$ cat config.mk
export PLATFORM = sky130hd
export DESIGN_NAME = branchCluster
export DESIGN_NICKNAME = d
export VERILOG_FILES = /design/src/verilog/branchPkg.sv /design/src/verilog/branchCluster.sv /design/src/verilog/branchRs.sv /design/src/verilog/branchRsLine.sv /design/src/verilog/branchUnit.sv /design/src/verilog/operandSnoop.sv
export SDC_FILE = /design/constraint.sdc
export NUM_CORES = 2
export LEC_CHECK = 0
export BUFFER_PORTS_ARGS = -buffer_cell sky130_fd_sc_hd__buf_4
export CAP_MARGIN = 20
export CORE_ASPECT_RATIO = 1.75
export CORE_MARGIN = 3
export CORE_UTILIZATION = 60
export CTS_CLUSTER_DIAMETER = 80
export DETAILED_ROUTE_END_ITERATION = 10
export PLACE_DENSITY = 0.9
export SLEW_MARGIN = 20
export SYNTH_ARGS = -nofsm -noshare
export SYNTH_HDL_FRONTEND = slang
export SYNTH_SLANG_ARGS = --single-unit
$ cat constraint.sdc
create_clock -name clk -period 7.7 [get_ports clk]
set_clock_uncertainty 0.1 [all_clocks]
set_input_delay 1.155 -clock clk [delete_from_list [all_inputs] [get_ports clk]]
set_output_delay 1.155 -clock clk [all_outputs]
set_load 0.01 [all_outputs]
$ cat src/verilog/branchPkg.sv
`default_nettype none

package branchPkg;

    localparam int dataWidth = 32;
    localparam int addrWidth = 32;
    localparam int tagWidth  = 4;
    localparam int rsSize    = 4;
    localparam int slotWidth = 2;

    // a zero tag means the operand value is already present
    localparam logic [tagWidth-1:0] tagFree = '0;

    // Lt and Ge are signed, Ltu and Geu unsigned
    typedef enum logic [2:0] {
        brNop = 3'd0,
        brEq  = 3'd1,
        brNe  = 3'd2,
        brLt  = 3'd3,
        brGe  = 3'd4,
        brLtu = 3'd5,
        brGeu = 3'd6
    } brOp_t;

    typedef struct packed {
        logic                 valid;
        logic [tagWidth-1:0]  tag;
        logic [dataWidth-1:0] data;
    } bcast_t;

    typedef struct packed {
        brOp_t                op;
        logic [tagWidth-1:0]  tagO;
        logic [tagWidth-1:0]  tagT;
        logic [dataWidth-1:0] dataO;
        logic [dataWidth-1:0] dataT;
        logic [dataWidth-1:0] imm;
        logic [addrWidth-1:0] pc;
    } brAlloc_t;

    typedef struct packed {
        logic                 valid;
        brOp_t                op;
        logic [dataWidth-1:0] operandO;
        logic [dataWidth-1:0] operandT;
        logic [dataWidth-1:0] imm;
        logic [addrWidth-1:0] pc;
        logic [slotWidth-1:0] slot;
    } brIssue_t;

    typedef struct packed {
        logic                 valid;
        logic                 taken;
        logic [addrWidth-1:0] target;
        logic [slotWidth-1:0] slot;
    } brResult_t;

endpackage

`default_nettype wire

$ cat src/verilog/branchCluster.sv
`timescale 1ns/1ps
`default_nettype none

module branchCluster (
    input  logic                 clk,
    input  logic                 rst,
    input  logic                 rdy,
    input  branchPkg::bcast_t    aluBcast,
    input  branchPkg::bcast_t    lsBcast,
    input  logic                 dispEn,
    input  branchPkg::brAlloc_t  dispData,
    output logic                 full,
    output branchPkg::brResult_t result
);
    import branchPkg::*;

    brIssue_t issue;
    logic     flush;

    branchRs u_branchRs (
        .clk      (clk),
        .rst      (rst),
        .rdy      (rdy),
        .aluBcast (aluBcast),
        .lsBcast  (lsBcast),
        .dispEn   (dispEn),
        .dispData (dispData),
        .flush    (flush),
        .full     (full),
        .issue    (issue)
    );

    // the unit resolves one branch while the station holds the next ones
    branchUnit u_branchUnit (
        .clk    (clk),
        .rst    (rst),
        .rdy    (rdy),
        .issue  (issue),
        .result (result),
        .flush  (flush)
    );

endmodule

`default_nettype wire

$ cat src/verilog/branchRs.sv
`timescale 1ns/1ps
`default_nettype none

module branchRs (
    input  logic                clk,
    input  logic                rst,
    input  logic                rdy,
    input  branchPkg::bcast_t   aluBcast,
    input  branchPkg::bcast_t   lsBcast,
    input  logic                dispEn,
    input  branchPkg::brAlloc_t dispData,
    input  logic                flush,
    output logic                full,
    output branchPkg::brIssue_t issue
);
    import branchPkg::*;

    logic [slotWidth-1:0] head;
    logic [slotWidth-1:0] tail;
    logic [slotWidth:0]   count;

    logic [rsSize-1:0]    allocEn;
    logic [rsSize-1:0]    slotValid;
    logic [rsSize-1:0]    lineReady;
    logic [dataWidth-1:0] lineOperandO [rsSize];
    logic [dataWidth-1:0] lineOperandT [rsSize];
    brOp_t                lineOp [rsSize];
    logic [dataWidth-1:0] lineImm [rsSize];
    logic [addrWidth-1:0] linePc [rsSize];

    logic allocOk;
    logic canIssue;

    assign full     = (count == (slotWidth+1)'(rsSize));
    assign allocOk  = dispEn && !full;
    assign canIssue = lineReady[head];

    // a slot is occupied when its distance from the head is below the count
    always_comb begin
        logic [slotWidth-1:0] offset;
        for (int i = 0; i < rsSize; i++) begin
            offset       = slotWidth'(i) - head;
            slotValid[i] = ({1'b0, offset} < count);
            allocEn[i]   = allocOk && (tail == slotWidth'(i));
        end
    end

    for (genvar g = 0; g < rsSize; g++) begin : gLine
        branchRsLine u_line (
            .clk      (clk),
            .rst      (rst),
            .rdy      (rdy),
            .aluBcast (aluBcast),
            .lsBcast  (lsBcast),
            .allocEn  (allocEn[g]),
            .alloc    (dispData),
            .valid    (slotValid[g]),
            .ready    (lineReady[g]),
            .operandO (lineOperandO[g]),
            .operandT (lineOperandT[g]),
            .op       (lineOp[g]),
            .imm      (lineImm[g]),
            .pc       (linePc[g])
        );
    end

    always_ff @(posedge clk or posedge rst) begin
        if (rst) begin
            head  <= '0;
            tail  <= '0;
            count <= '0;
            issue <= '0;
        end else if (rdy) begin
            if (flush) begin
                head  <= '0;
                tail  <= '0;
                count <= '0;
                issue <= '0;
            end else begin
                // the head issues only in order, so a younger ready entry waits
                issue.valid    <= canIssue;
                issue.op       <= lineOp[head];
                issue.operandO <= lineOperandO[head];
                issue.operandT <= lineOperandT[head];
                issue.imm      <= lineImm[head];
                issue.pc       <= linePc[head];
                issue.slot     <= head;
                if (allocOk) begin
                    tail <= tail + 1'b1;
                end
                if (canIssue) begin
                    head <= head + 1'b1;
                end
                case ({allocOk, canIssue})
                    2'b10:   count <= count + 1'b1;
                    2'b01:   count <= count - 1'b1;
                    default: count <= count;
                endcase
            end
        end
    end

endmodule

`default_nettype wire

$ cat src/verilog/branchRsLine.sv
`timescale 1ns/1ps
`default_nettype none

module branchRsLine (
    input  logic                            clk,
    input  logic                            rst,
    input  logic                            rdy,
    input  branchPkg::bcast_t               aluBcast,
    input  branchPkg::bcast_t               lsBcast,
    input  logic                            allocEn,
    input  branchPkg::brAlloc_t             alloc,
    input  logic                            valid,
    output logic                            ready,
    output logic [branchPkg::dataWidth-1:0] operandO,
    output logic [branchPkg::dataWidth-1:0] operandT,
    output branchPkg::brOp_t                op,
    output logic [branchPkg::dataWidth-1:0] imm,
    output logic [branchPkg::addrWidth-1:0] pc
);
    import branchPkg::*;

    logic [tagWidth-1:0]  tagO;
    logic [tagWidth-1:0]  tagT;
    logic [dataWidth-1:0] dataO;
    logic [dataWidth-1:0] dataT;

    logic [tagWidth-1:0]  tagInO;
    logic [tagWidth-1:0]  tagInT;
    logic [dataWidth-1:0] dataInO;
    logic [dataWidth-1:0] dataInT;
    logic [tagWidth-1:0]  tagNextO;
    logic [tagWidth-1:0]  tagNextT;
    logic [dataWidth-1:0] dataNextO;
    logic [dataWidth-1:0] dataNextT;

    // snooping the incoming operands too catches a broadcast in the allocation cycle
    assign tagInO  = allocEn ? alloc.tagO  : tagO;
    assign tagInT  = allocEn ? alloc.tagT  : tagT;
    assign dataInO = allocEn ? alloc.dataO : dataO;
    assign dataInT = allocEn ? alloc.dataT : dataT;

    operandSnoop u_snoopO (
        .tagNow   (tagInO),
        .dataNow  (dataInO),
        .aluBcast (aluBcast),
        .lsBcast  (lsBcast),
        .tagNext  (tagNextO),
        .dataNext (dataNextO)
    );

    operandSnoop u_snoopT (
        .tagNow   (tagInT),
        .dataNow  (dataInT),
        .aluBcast (aluBcast),
        .lsBcast  (lsBcast),
        .tagNext  (tagNextT),
        .dataNext (dataNextT)
    );

    assign ready    = valid && (tagNextO == tagFree) && (tagNextT == tagFree);
    assign operandO = dataNextO;
    assign operandT = dataNextT;

    always_ff @(posedge clk or posedge rst) begin
        if (rst) begin
            tagO <= tagFree;
            tagT <= tagFree;
        end else if (rdy) begin
            tagO <= tagNextO;
            tagT <= tagNextT;
        end
    end

    always_ff @(posedge clk) begin
        if (rdy) begin
            dataO <= dataNextO;
            dataT <= dataNextT;
            if (allocEn) begin
                op  <= alloc.op;
                imm <= alloc.imm;
                pc  <= alloc.pc;
            end
        end
    end

endmodule

`default_nettype wire

$ cat src/verilog/branchUnit.sv
`timescale 1ns/1ps
`default_nettype none

module branchUnit (
    input  logic                 clk,
    input  logic                 rst,
    input  logic                 rdy,
    input  branchPkg::brIssue_t  issue,
    output branchPkg::brResult_t result,
    output logic                 flush
);
    import branchPkg::*;

    logic condTaken;
    logic accept;

    always_comb begin
        case (issue.op)
            brEq:    condTaken = (issue.operandO == issue.operandT);
            brNe:    condTaken = (issue.operandO != issue.operandT);
            brLt:    condTaken = ($signed(issue.operandO) < $signed(issue.operandT));
            brGe:    condTaken = ($signed(issue.operandO) >= $signed(issue.operandT));
            brLtu:   condTaken = (issue.operandO < issue.operandT);
            brGeu:   condTaken = (issue.operandO >= issue.operandT);
            default: condTaken = 1'b0;
        endcase
    end

    // an issue that meets a taken result belongs to the wrong path
    assign accept = issue.valid && !flush;

    // branches are predicted not-taken, so every taken one is a mispredict
    assign flush = result.valid && result.taken;

    always_ff @(posedge clk or posedge rst) begin
        if (rst) begin
            result <= '0;
        end else if (rdy) begin
            result.valid  <= accept;
            result.taken  <= accept && condTaken;
            result.target <= issue.pc + issue.imm;
            result.slot   <= issue.slot;
        end
    end

endmodule

`default_nettype wire

$ cat src/verilog/operandSnoop.sv
`timescale 1ns/1ps
`default_nettype none

module operandSnoop (
    input  logic [branchPkg::tagWidth-1:0]  tagNow,
    input  logic [branchPkg::dataWidth-1:0] dataNow,
    input  branchPkg::bcast_t               aluBcast,
    input  branchPkg::bcast_t               lsBcast,
    output logic [branchPkg::tagWidth-1:0]  tagNext,
    output logic [branchPkg::dataWidth-1:0] dataNext
);
    import branchPkg::*;

    logic aluHit;
    logic lsHit;

    // an operand that is already present never matches a broadcast
    assign aluHit = (tagNow != tagFree) && aluBcast.valid && (aluBcast.tag == tagNow);
    assign lsHit  = (tagNow != tagFree) && lsBcast.valid && (lsBcast.tag == tagNow);

    always_comb begin
        tagNext  = tagNow;
        dataNext = dataNow;
        // the ALU bus wins when both buses carry the tag
        if (aluHit) begin
            tagNext  = tagFree;
            dataNext = aluBcast.data;
        end else if (lsHit) begin
            tagNext  = tagFree;
            dataNext = lsBcast.data;
        end
    end

endmodule

`default_nettype wire
Word-level counts from Yosys, hierarchy flattened --
Cells that the tools add are included.
Word-level totals: logic and storage cells 242, output and inout bits 37, bits of input ports 217, register bits 733
Operators by class: reductions and logical operators 77, $lt $le $gt $ge 10, mux-type cells 73, eq/ne operators 30, bitwise operators 1, add/subtract/negate cells 9
Operators by type and width (count):
- $mux W32 | 32
- $bmux W32 S2 | 4
- $mux W134 | 1
- $mux W4 | 24
- $eq A4 B4 Y1 | 16
- $ge A32 B32 Y1 | 2
- $lt A32 B32 Y1 | 2
- $logic_and A1 B1 Y1 | 48
- $add A32 B32 Y32 | 1
- $eq A32 B32 Y1 | 1
- $logic_not A4 Y1 | 8
- $ne A32 B32 Y1 | 1
- $reduce_bool A4 Y1 | 8
- $reduce_and A2 Y1 | 7
- $eq A3 B3 Y1 const B | 4
- $lt A2 B3 Y1 | 4
- $mux W3 | 3
- $mux W2 | 4
- $bmux W3 S2 | 1
- $eq A2 B2 Y1 const B | 3
- $eq A3 B2 Y1 const B | 2
- $pmux W1 S6 | 1
- $pmux W3 S2 | 1
- $add A2 B1 Y2 const B | 2
- 15 further kinds | 20

Longest topological paths before layout --
depth in word-level cells 18, gate-level depth with buffers 19, depth with buffers taken out 17

Hierarchy --
A second synthesis with hierarchy kept.
Second synthesis, totals: cells, all modules 3308, area total of the unflattened synthesis 45736.4 sq um
Modules (own cells, without submodules):
- branchRsLine | sequential area each 4134.0 sq um, cells each 233, instances 4, area an instance 5481.5 sq um
- operandSnoop | sequential area each 0.0 sq um, cells each 174, instances 8, area an instance 1448.9 sq um
- branchRs | sequential area each 3528.4 sq um, cells each 534, instances 1, area an instance 8373.0 sq um
- branchUnit | sequential area each 900.9 sq um, cells each 450, instances 1, area an instance 3846.2 sq um

Worst setup path after synthesis --
Ideal clock, no wire load.
kind input -> register, start point in dispEn, end point reg u_branchRs.gLine[0].u_line.imm[0] in the netlist's numbering, enable pin, arrival 5.044 ns, required time 7.107 ns, stages 6, path buffers 4, setup slack 2.063 ns, setup time 0.493 ns, cells stage by stage clkbuf_1 clkbuf_1 nand3_1 clkbuf_1 buf_1 nor2_1
Between the ends: longest elaborated chain between the ends 3
RTL lines:
- start: declaration | line branchCluster.sv:10 | input logic dispEn,
- $logic_and A1 B1 Y1 | line branchRs.sv:35 | assign allocOk = dispEn && !full;
- $logic_and A1 B1 Y1 | line branchRs.sv:44 | allocEn[i] = allocOk && (tail == slotWidth'(i));
- $reduce_and A2 Y1 (no source line)
- end signal: assignment | line branchRsLine.sv:80 | imm <= alloc.imm;
- end: declaration | line branchRsLine.sv:17 | output logic [branchPkg::dataWidth-1:0] imm,
No other way between the ends. A chain may end at the register's enable or synchronous reset.

Worst setup path in the final report --
start point reg u_branchRs.head[1], end point reg u_branchRs.count[2]
Between the ends: longest elaborated chain between the ends 9, elaborated cells on any way between the ends 24, those cells by class 4 x add/sub; 4 x order compare; 2 x eq/ne; 4 x mux; 10 x reduce/logical
RTL lines:
- start: declaration | line branchRs.sv:18 | logic [slotWidth-1:0] head;
- start signal: assignment | line branchRs.sv:92 | head <= head + 1'b1;
- $sub A1 B2 Y2 or $sub A2 B2 Y2 (tied branches) | line branchRs.sv:42 | offset = slotWidth'(i) - head;
- $lt A2 B3 Y1 | line branchRs.sv:43 | slotValid[i] = ({1'b0, offset} < count);
- $logic_and A1 B1 Y1 (2 in series) | line branchRsLine.sv:60 | assign ready = valid && (tagNextO == tagFree) && (tagNextT == tagFree);
- $bmux W1 S2 (*) | line branchRs.sv:36 | assign canIssue = lineReady[head];
- $mux W1 (implied by the code) (*) | line branchRs.sv:36
- $eq A2 B1 Y1 or $eq A2 B2 Y1 (tied branches) | line branchRs.sv:94 | case ({allocOk, canIssue})
- $pmux W3 S2 or $reduce_bool A3 Y1 (tied branches)
- $mux W3 or $reduce_and A2 Y1 (tied branches)
- end signal: assignment | line branchRs.sv:95 | 2'b10: count <= count + 1'b1;
- end signal: assignment | line branchRs.sv:96 | 2'b01: count <= count - 1'b1;
- end signal: assignment | line branchRs.sv:97 | default: count <= count;
- end: declaration | line branchRs.sv:20 | logic [slotWidth:0] count;
Every way passes the cells marked *; elsewhere a longest branch is shown, timed or not. The select of a mux whose other input is x is not followed.

==> flow_metrics.py <==
metrics = {
    "route": {
        "routed_wl_um": 125700,
        "ant_nets": 0,
        "drt_pre_antenna_iters": 9,
        "drt_iter0_drc": 4676,
        "drc": 0,
        "wl_per_cell_um": 27.19,
        "vias_per_cell": 7.035,
        "num_vias": 32524,
    },
    "layout": {
        "nFillCells": 4484,
        "area_growth_pct": 12.15,
        "final_nets": 3968,
        "layout_commonest_cell": "nand2_1",
        "stdcell_area_mm2": 0.04461,
        "final_layout_size_suffix_gt1_share_pct": 17.55,
        "mostFrequentLayoutCells": "nand2_1 (630), edfxtp_1 (524), buf_4 (302), dfrtp_1 (207), mux2i_1 (205)",
        "final_util_pct": 68.13,
    },
    "synthesis": {
        "syn_inst": 3568,
        "seq_area_frac_synth_pct": 52.71,
        "async_flop_share_pct": 28.51,
        "synth_fp_nets": 3859,
        "yosys-top-cells-area": "edfxtp_1 (40%), dfrtp_1 (13%), nand2_1 (6.0%)",
        "yosysTopAreaCell": "edfxtp_1",
        "synth_edf_count": 524,
        "yosys_warnings": 0,
        "synth_cell_types": 81,
        "avgSynthCellArea_um2": 11.15,
        "synth_flop_cell": "edfxtp_1",
        "yosysTopAreaCellShare_pct": 39.56,
        "ys_seq_elements": 733,
        "syn_area_mm2": 0.03978,
    },
    "power": {
        "report.power.total_uw": 17950,
        "power_density_mw_per_mm2": 402.4,
        "p_leak_uw": 0.01863,
        "ir_drop_mv": 0.3330,
    },
    "setup_path": {
        "path_class": "flop to flop",
        "crit_required_ns": 8.17,
        "start_kind": "flop",
        "end_kind": "flop",
        "cp_max_fo": 70,
        "r2r_cells": 13,
        "cp_data_arrival_time_ns": 5.91,
    },
    "place": {
        "place_area_mm2": 0.04229,
        "gp_congestion": 0.9715,
        "port_buffers": 253,
        "hpwl_um": 73980,
    },
    "global_route": {
        "grt_antenna_before_repair": 15,
        "grt_usage_pct": 35.06,
        "grt_max_degree": 118,
        "grt_pass1_wl_um": 189300,
        "first_global_vias": 32934,
        "overflow": 0,
    },
    "clock_network": {
        "clockBufferDepth": 3,
        "cts_tree": "done",
        "cts.sinks": 733,
        "cts-buffers-inserted": 68,
        "clockRootBuffer": "clkbuf_16",
        "cts_setup_buffers": 0,
        "clkTransAtPathRegs_ns": 0.07,
        "post_cts_resized": 0,
        "hold_buffers": 0,
        "insertion_delay_ns": 0.64,
        "htree_levels": 3,
    },
    "sta": {
        "worstMarginPinSlew_ns": 1.176,
        "max_freq_mhz": 184.0,
        "setup_violations": 0,
        "drv_slew": 0,
        "setup_tns_ns": 0,
        "finalHoldViolCount": 0,
        "maxSlewHeadroom_pct": 21.62,
        "min_period_ns": 5.436,
        "rsz0062_at_grt": "no",
        "post-route-period-util_pct": 70.60,
    },
    "run": {
        "maxCapViolCount": 0,
    },
    "die": {
        "start_util_pct": 60.75,
        "die-area_mm2": 0.06954,
        "rows": 124,
        "ios": 254,
        "core_area_mm2": 0.06547,
        "fp.dieH_um": 346.6,
        "dieWidth_um": 200.6,
    },
    "worst_hold_path": {
        "hold_path_class": "flop to flop",
        "hold-path-cell-count": 2,
    },
    "outcome": {
        "outcome": "finished, final reports clean",
    },
}
critical path: stages (launching register included):
cell     delay, ns
dfrtp_4       0.68
buf_4         0.54
buf_4         0.89
o21ai_0       0.63
a31oi_1       0.60
a22oi_1       0.29
mux2i_1       0.24
ha_1          0.21
inv_1         0.06
fa_1          0.37
xor2_1        0.15
or4_1         0.39
nand2_1       0.07
a22o_1        0.11
state kept, by name, summed over array words and instances (netlist names):
signal and cells:
u_branchRs.count 3, u_branchRs.gLine.u_line.dataO 128, u_branchRs.gLine.u_line.dataT 128, u_branchRs.gLine.u_line.imm 128
u_branchRs.gLine.u_line.op 12, u_branchRs.gLine.u_line.pc 128, u_branchRs.gLine.u_line.tagO 16, u_branchRs.gLine.u_line.tagT 16
u_branchRs.head 2, u_branchRs.issue 134, u_branchRs.tail 2, u_branchUnit.result 36
per-stage QoR:
step | setup slack (ns) | cells | hold slack [ns]
6_report | 2.264 | 4623 | 0.4068
3_5_place_dp | 1.858 | 4489 | 0.3876
5_1_grt | 2.084 | 4618 | 0.4298
2_1_floorplan | 0.7358 | 3568 | 0.3622
4_1_cts | 2.364 | 4614 | 0.4057
3_3_place_gp | 1.862 | 4487 | 0.3715
cells in the mapped netlist, types with 32 or more instances:
master	number
mux2i_1	205
clkbuf_1	194
ha_1	72
a222oi_1	32
o22ai_1	63
nand3_1	56
o21ai_0	157
dfrtp_1	209
edfxtp_1	524
a21oi_1	175
a31oi_1	41
mux2_2	121
a21o_1	48
inv_1	91
o221ai_1	34
buf_2	35
nor2_1	130
a22o_1	72
nand2_1	634
mux4_2	67
xnor2_1	54
and3_1	90
a211o_1	37
o211ai_1	103
layer usage:
layer  vias to the layer above  part of all wire, %  track usage [%]
li1                      13677                    -                -
met1                     15496                   32            40.40
met2                      2618                   48            57.76
met3                       721                   12            8.248
met4                        12                  7.8            24.80
met5                         -                0.067                0
report_power, final:
part / total [uW] / switching [uW] / internal [uW]
Combinational: 8100 / 4740 / 3360
Clock: 3530 / 1550 / 1980
Sequential: 6320 / 661 / 5660
worst paths after layout:
check	from	end	slack, ns
min in group asynchronous	rst	u_branchUnit.result[30]	0.53
min	u_branchUnit.result[26]	u_branchUnit.result[26]	0.41
min reg2reg	u_branchUnit.result[26]	u_branchUnit.result[26]	0.41
max reg2reg	u_branchRs.head[1]	u_branchRs.count[2]	2.26
max	u_branchRs.head[1]	u_branchRs.count[2]	2.26
max in group asynchronous	rst	u_branchRs.head[0]	5.42
cells by family after synthesis:
family	Yosys count	synth area share (%)
buf+inv	363	3.728
compound gates	899	15.54
fa+ha+maj	74	2.366
mux	394	12.43
simple gates	1029	11.55
xor+xnor	76	1.673
flops	733	52.71
final cells by class:
| cell class | instances | area [um2] | area share [%] |
|---|---|---|---|
| multi-input cells | 2472 | 17490 | 39.21 |
| repair buffers | 307 | 2362 | 5.296 |
| well taps | 882 | 1104 | 2.474 |
| clock inverters | 32 | 364.1 | 0.8162 |
| clock buffers | 93 | 1927 | 4.320 |
| flip-flops and latches | 733 | 20970 | 47.02 |
| diodes | 9 | 22.52 | 0.05049 |
| inverters | 95 | 366.6 | 0.8219 |
Note: power is estimated with default switching activity, not from simulation.
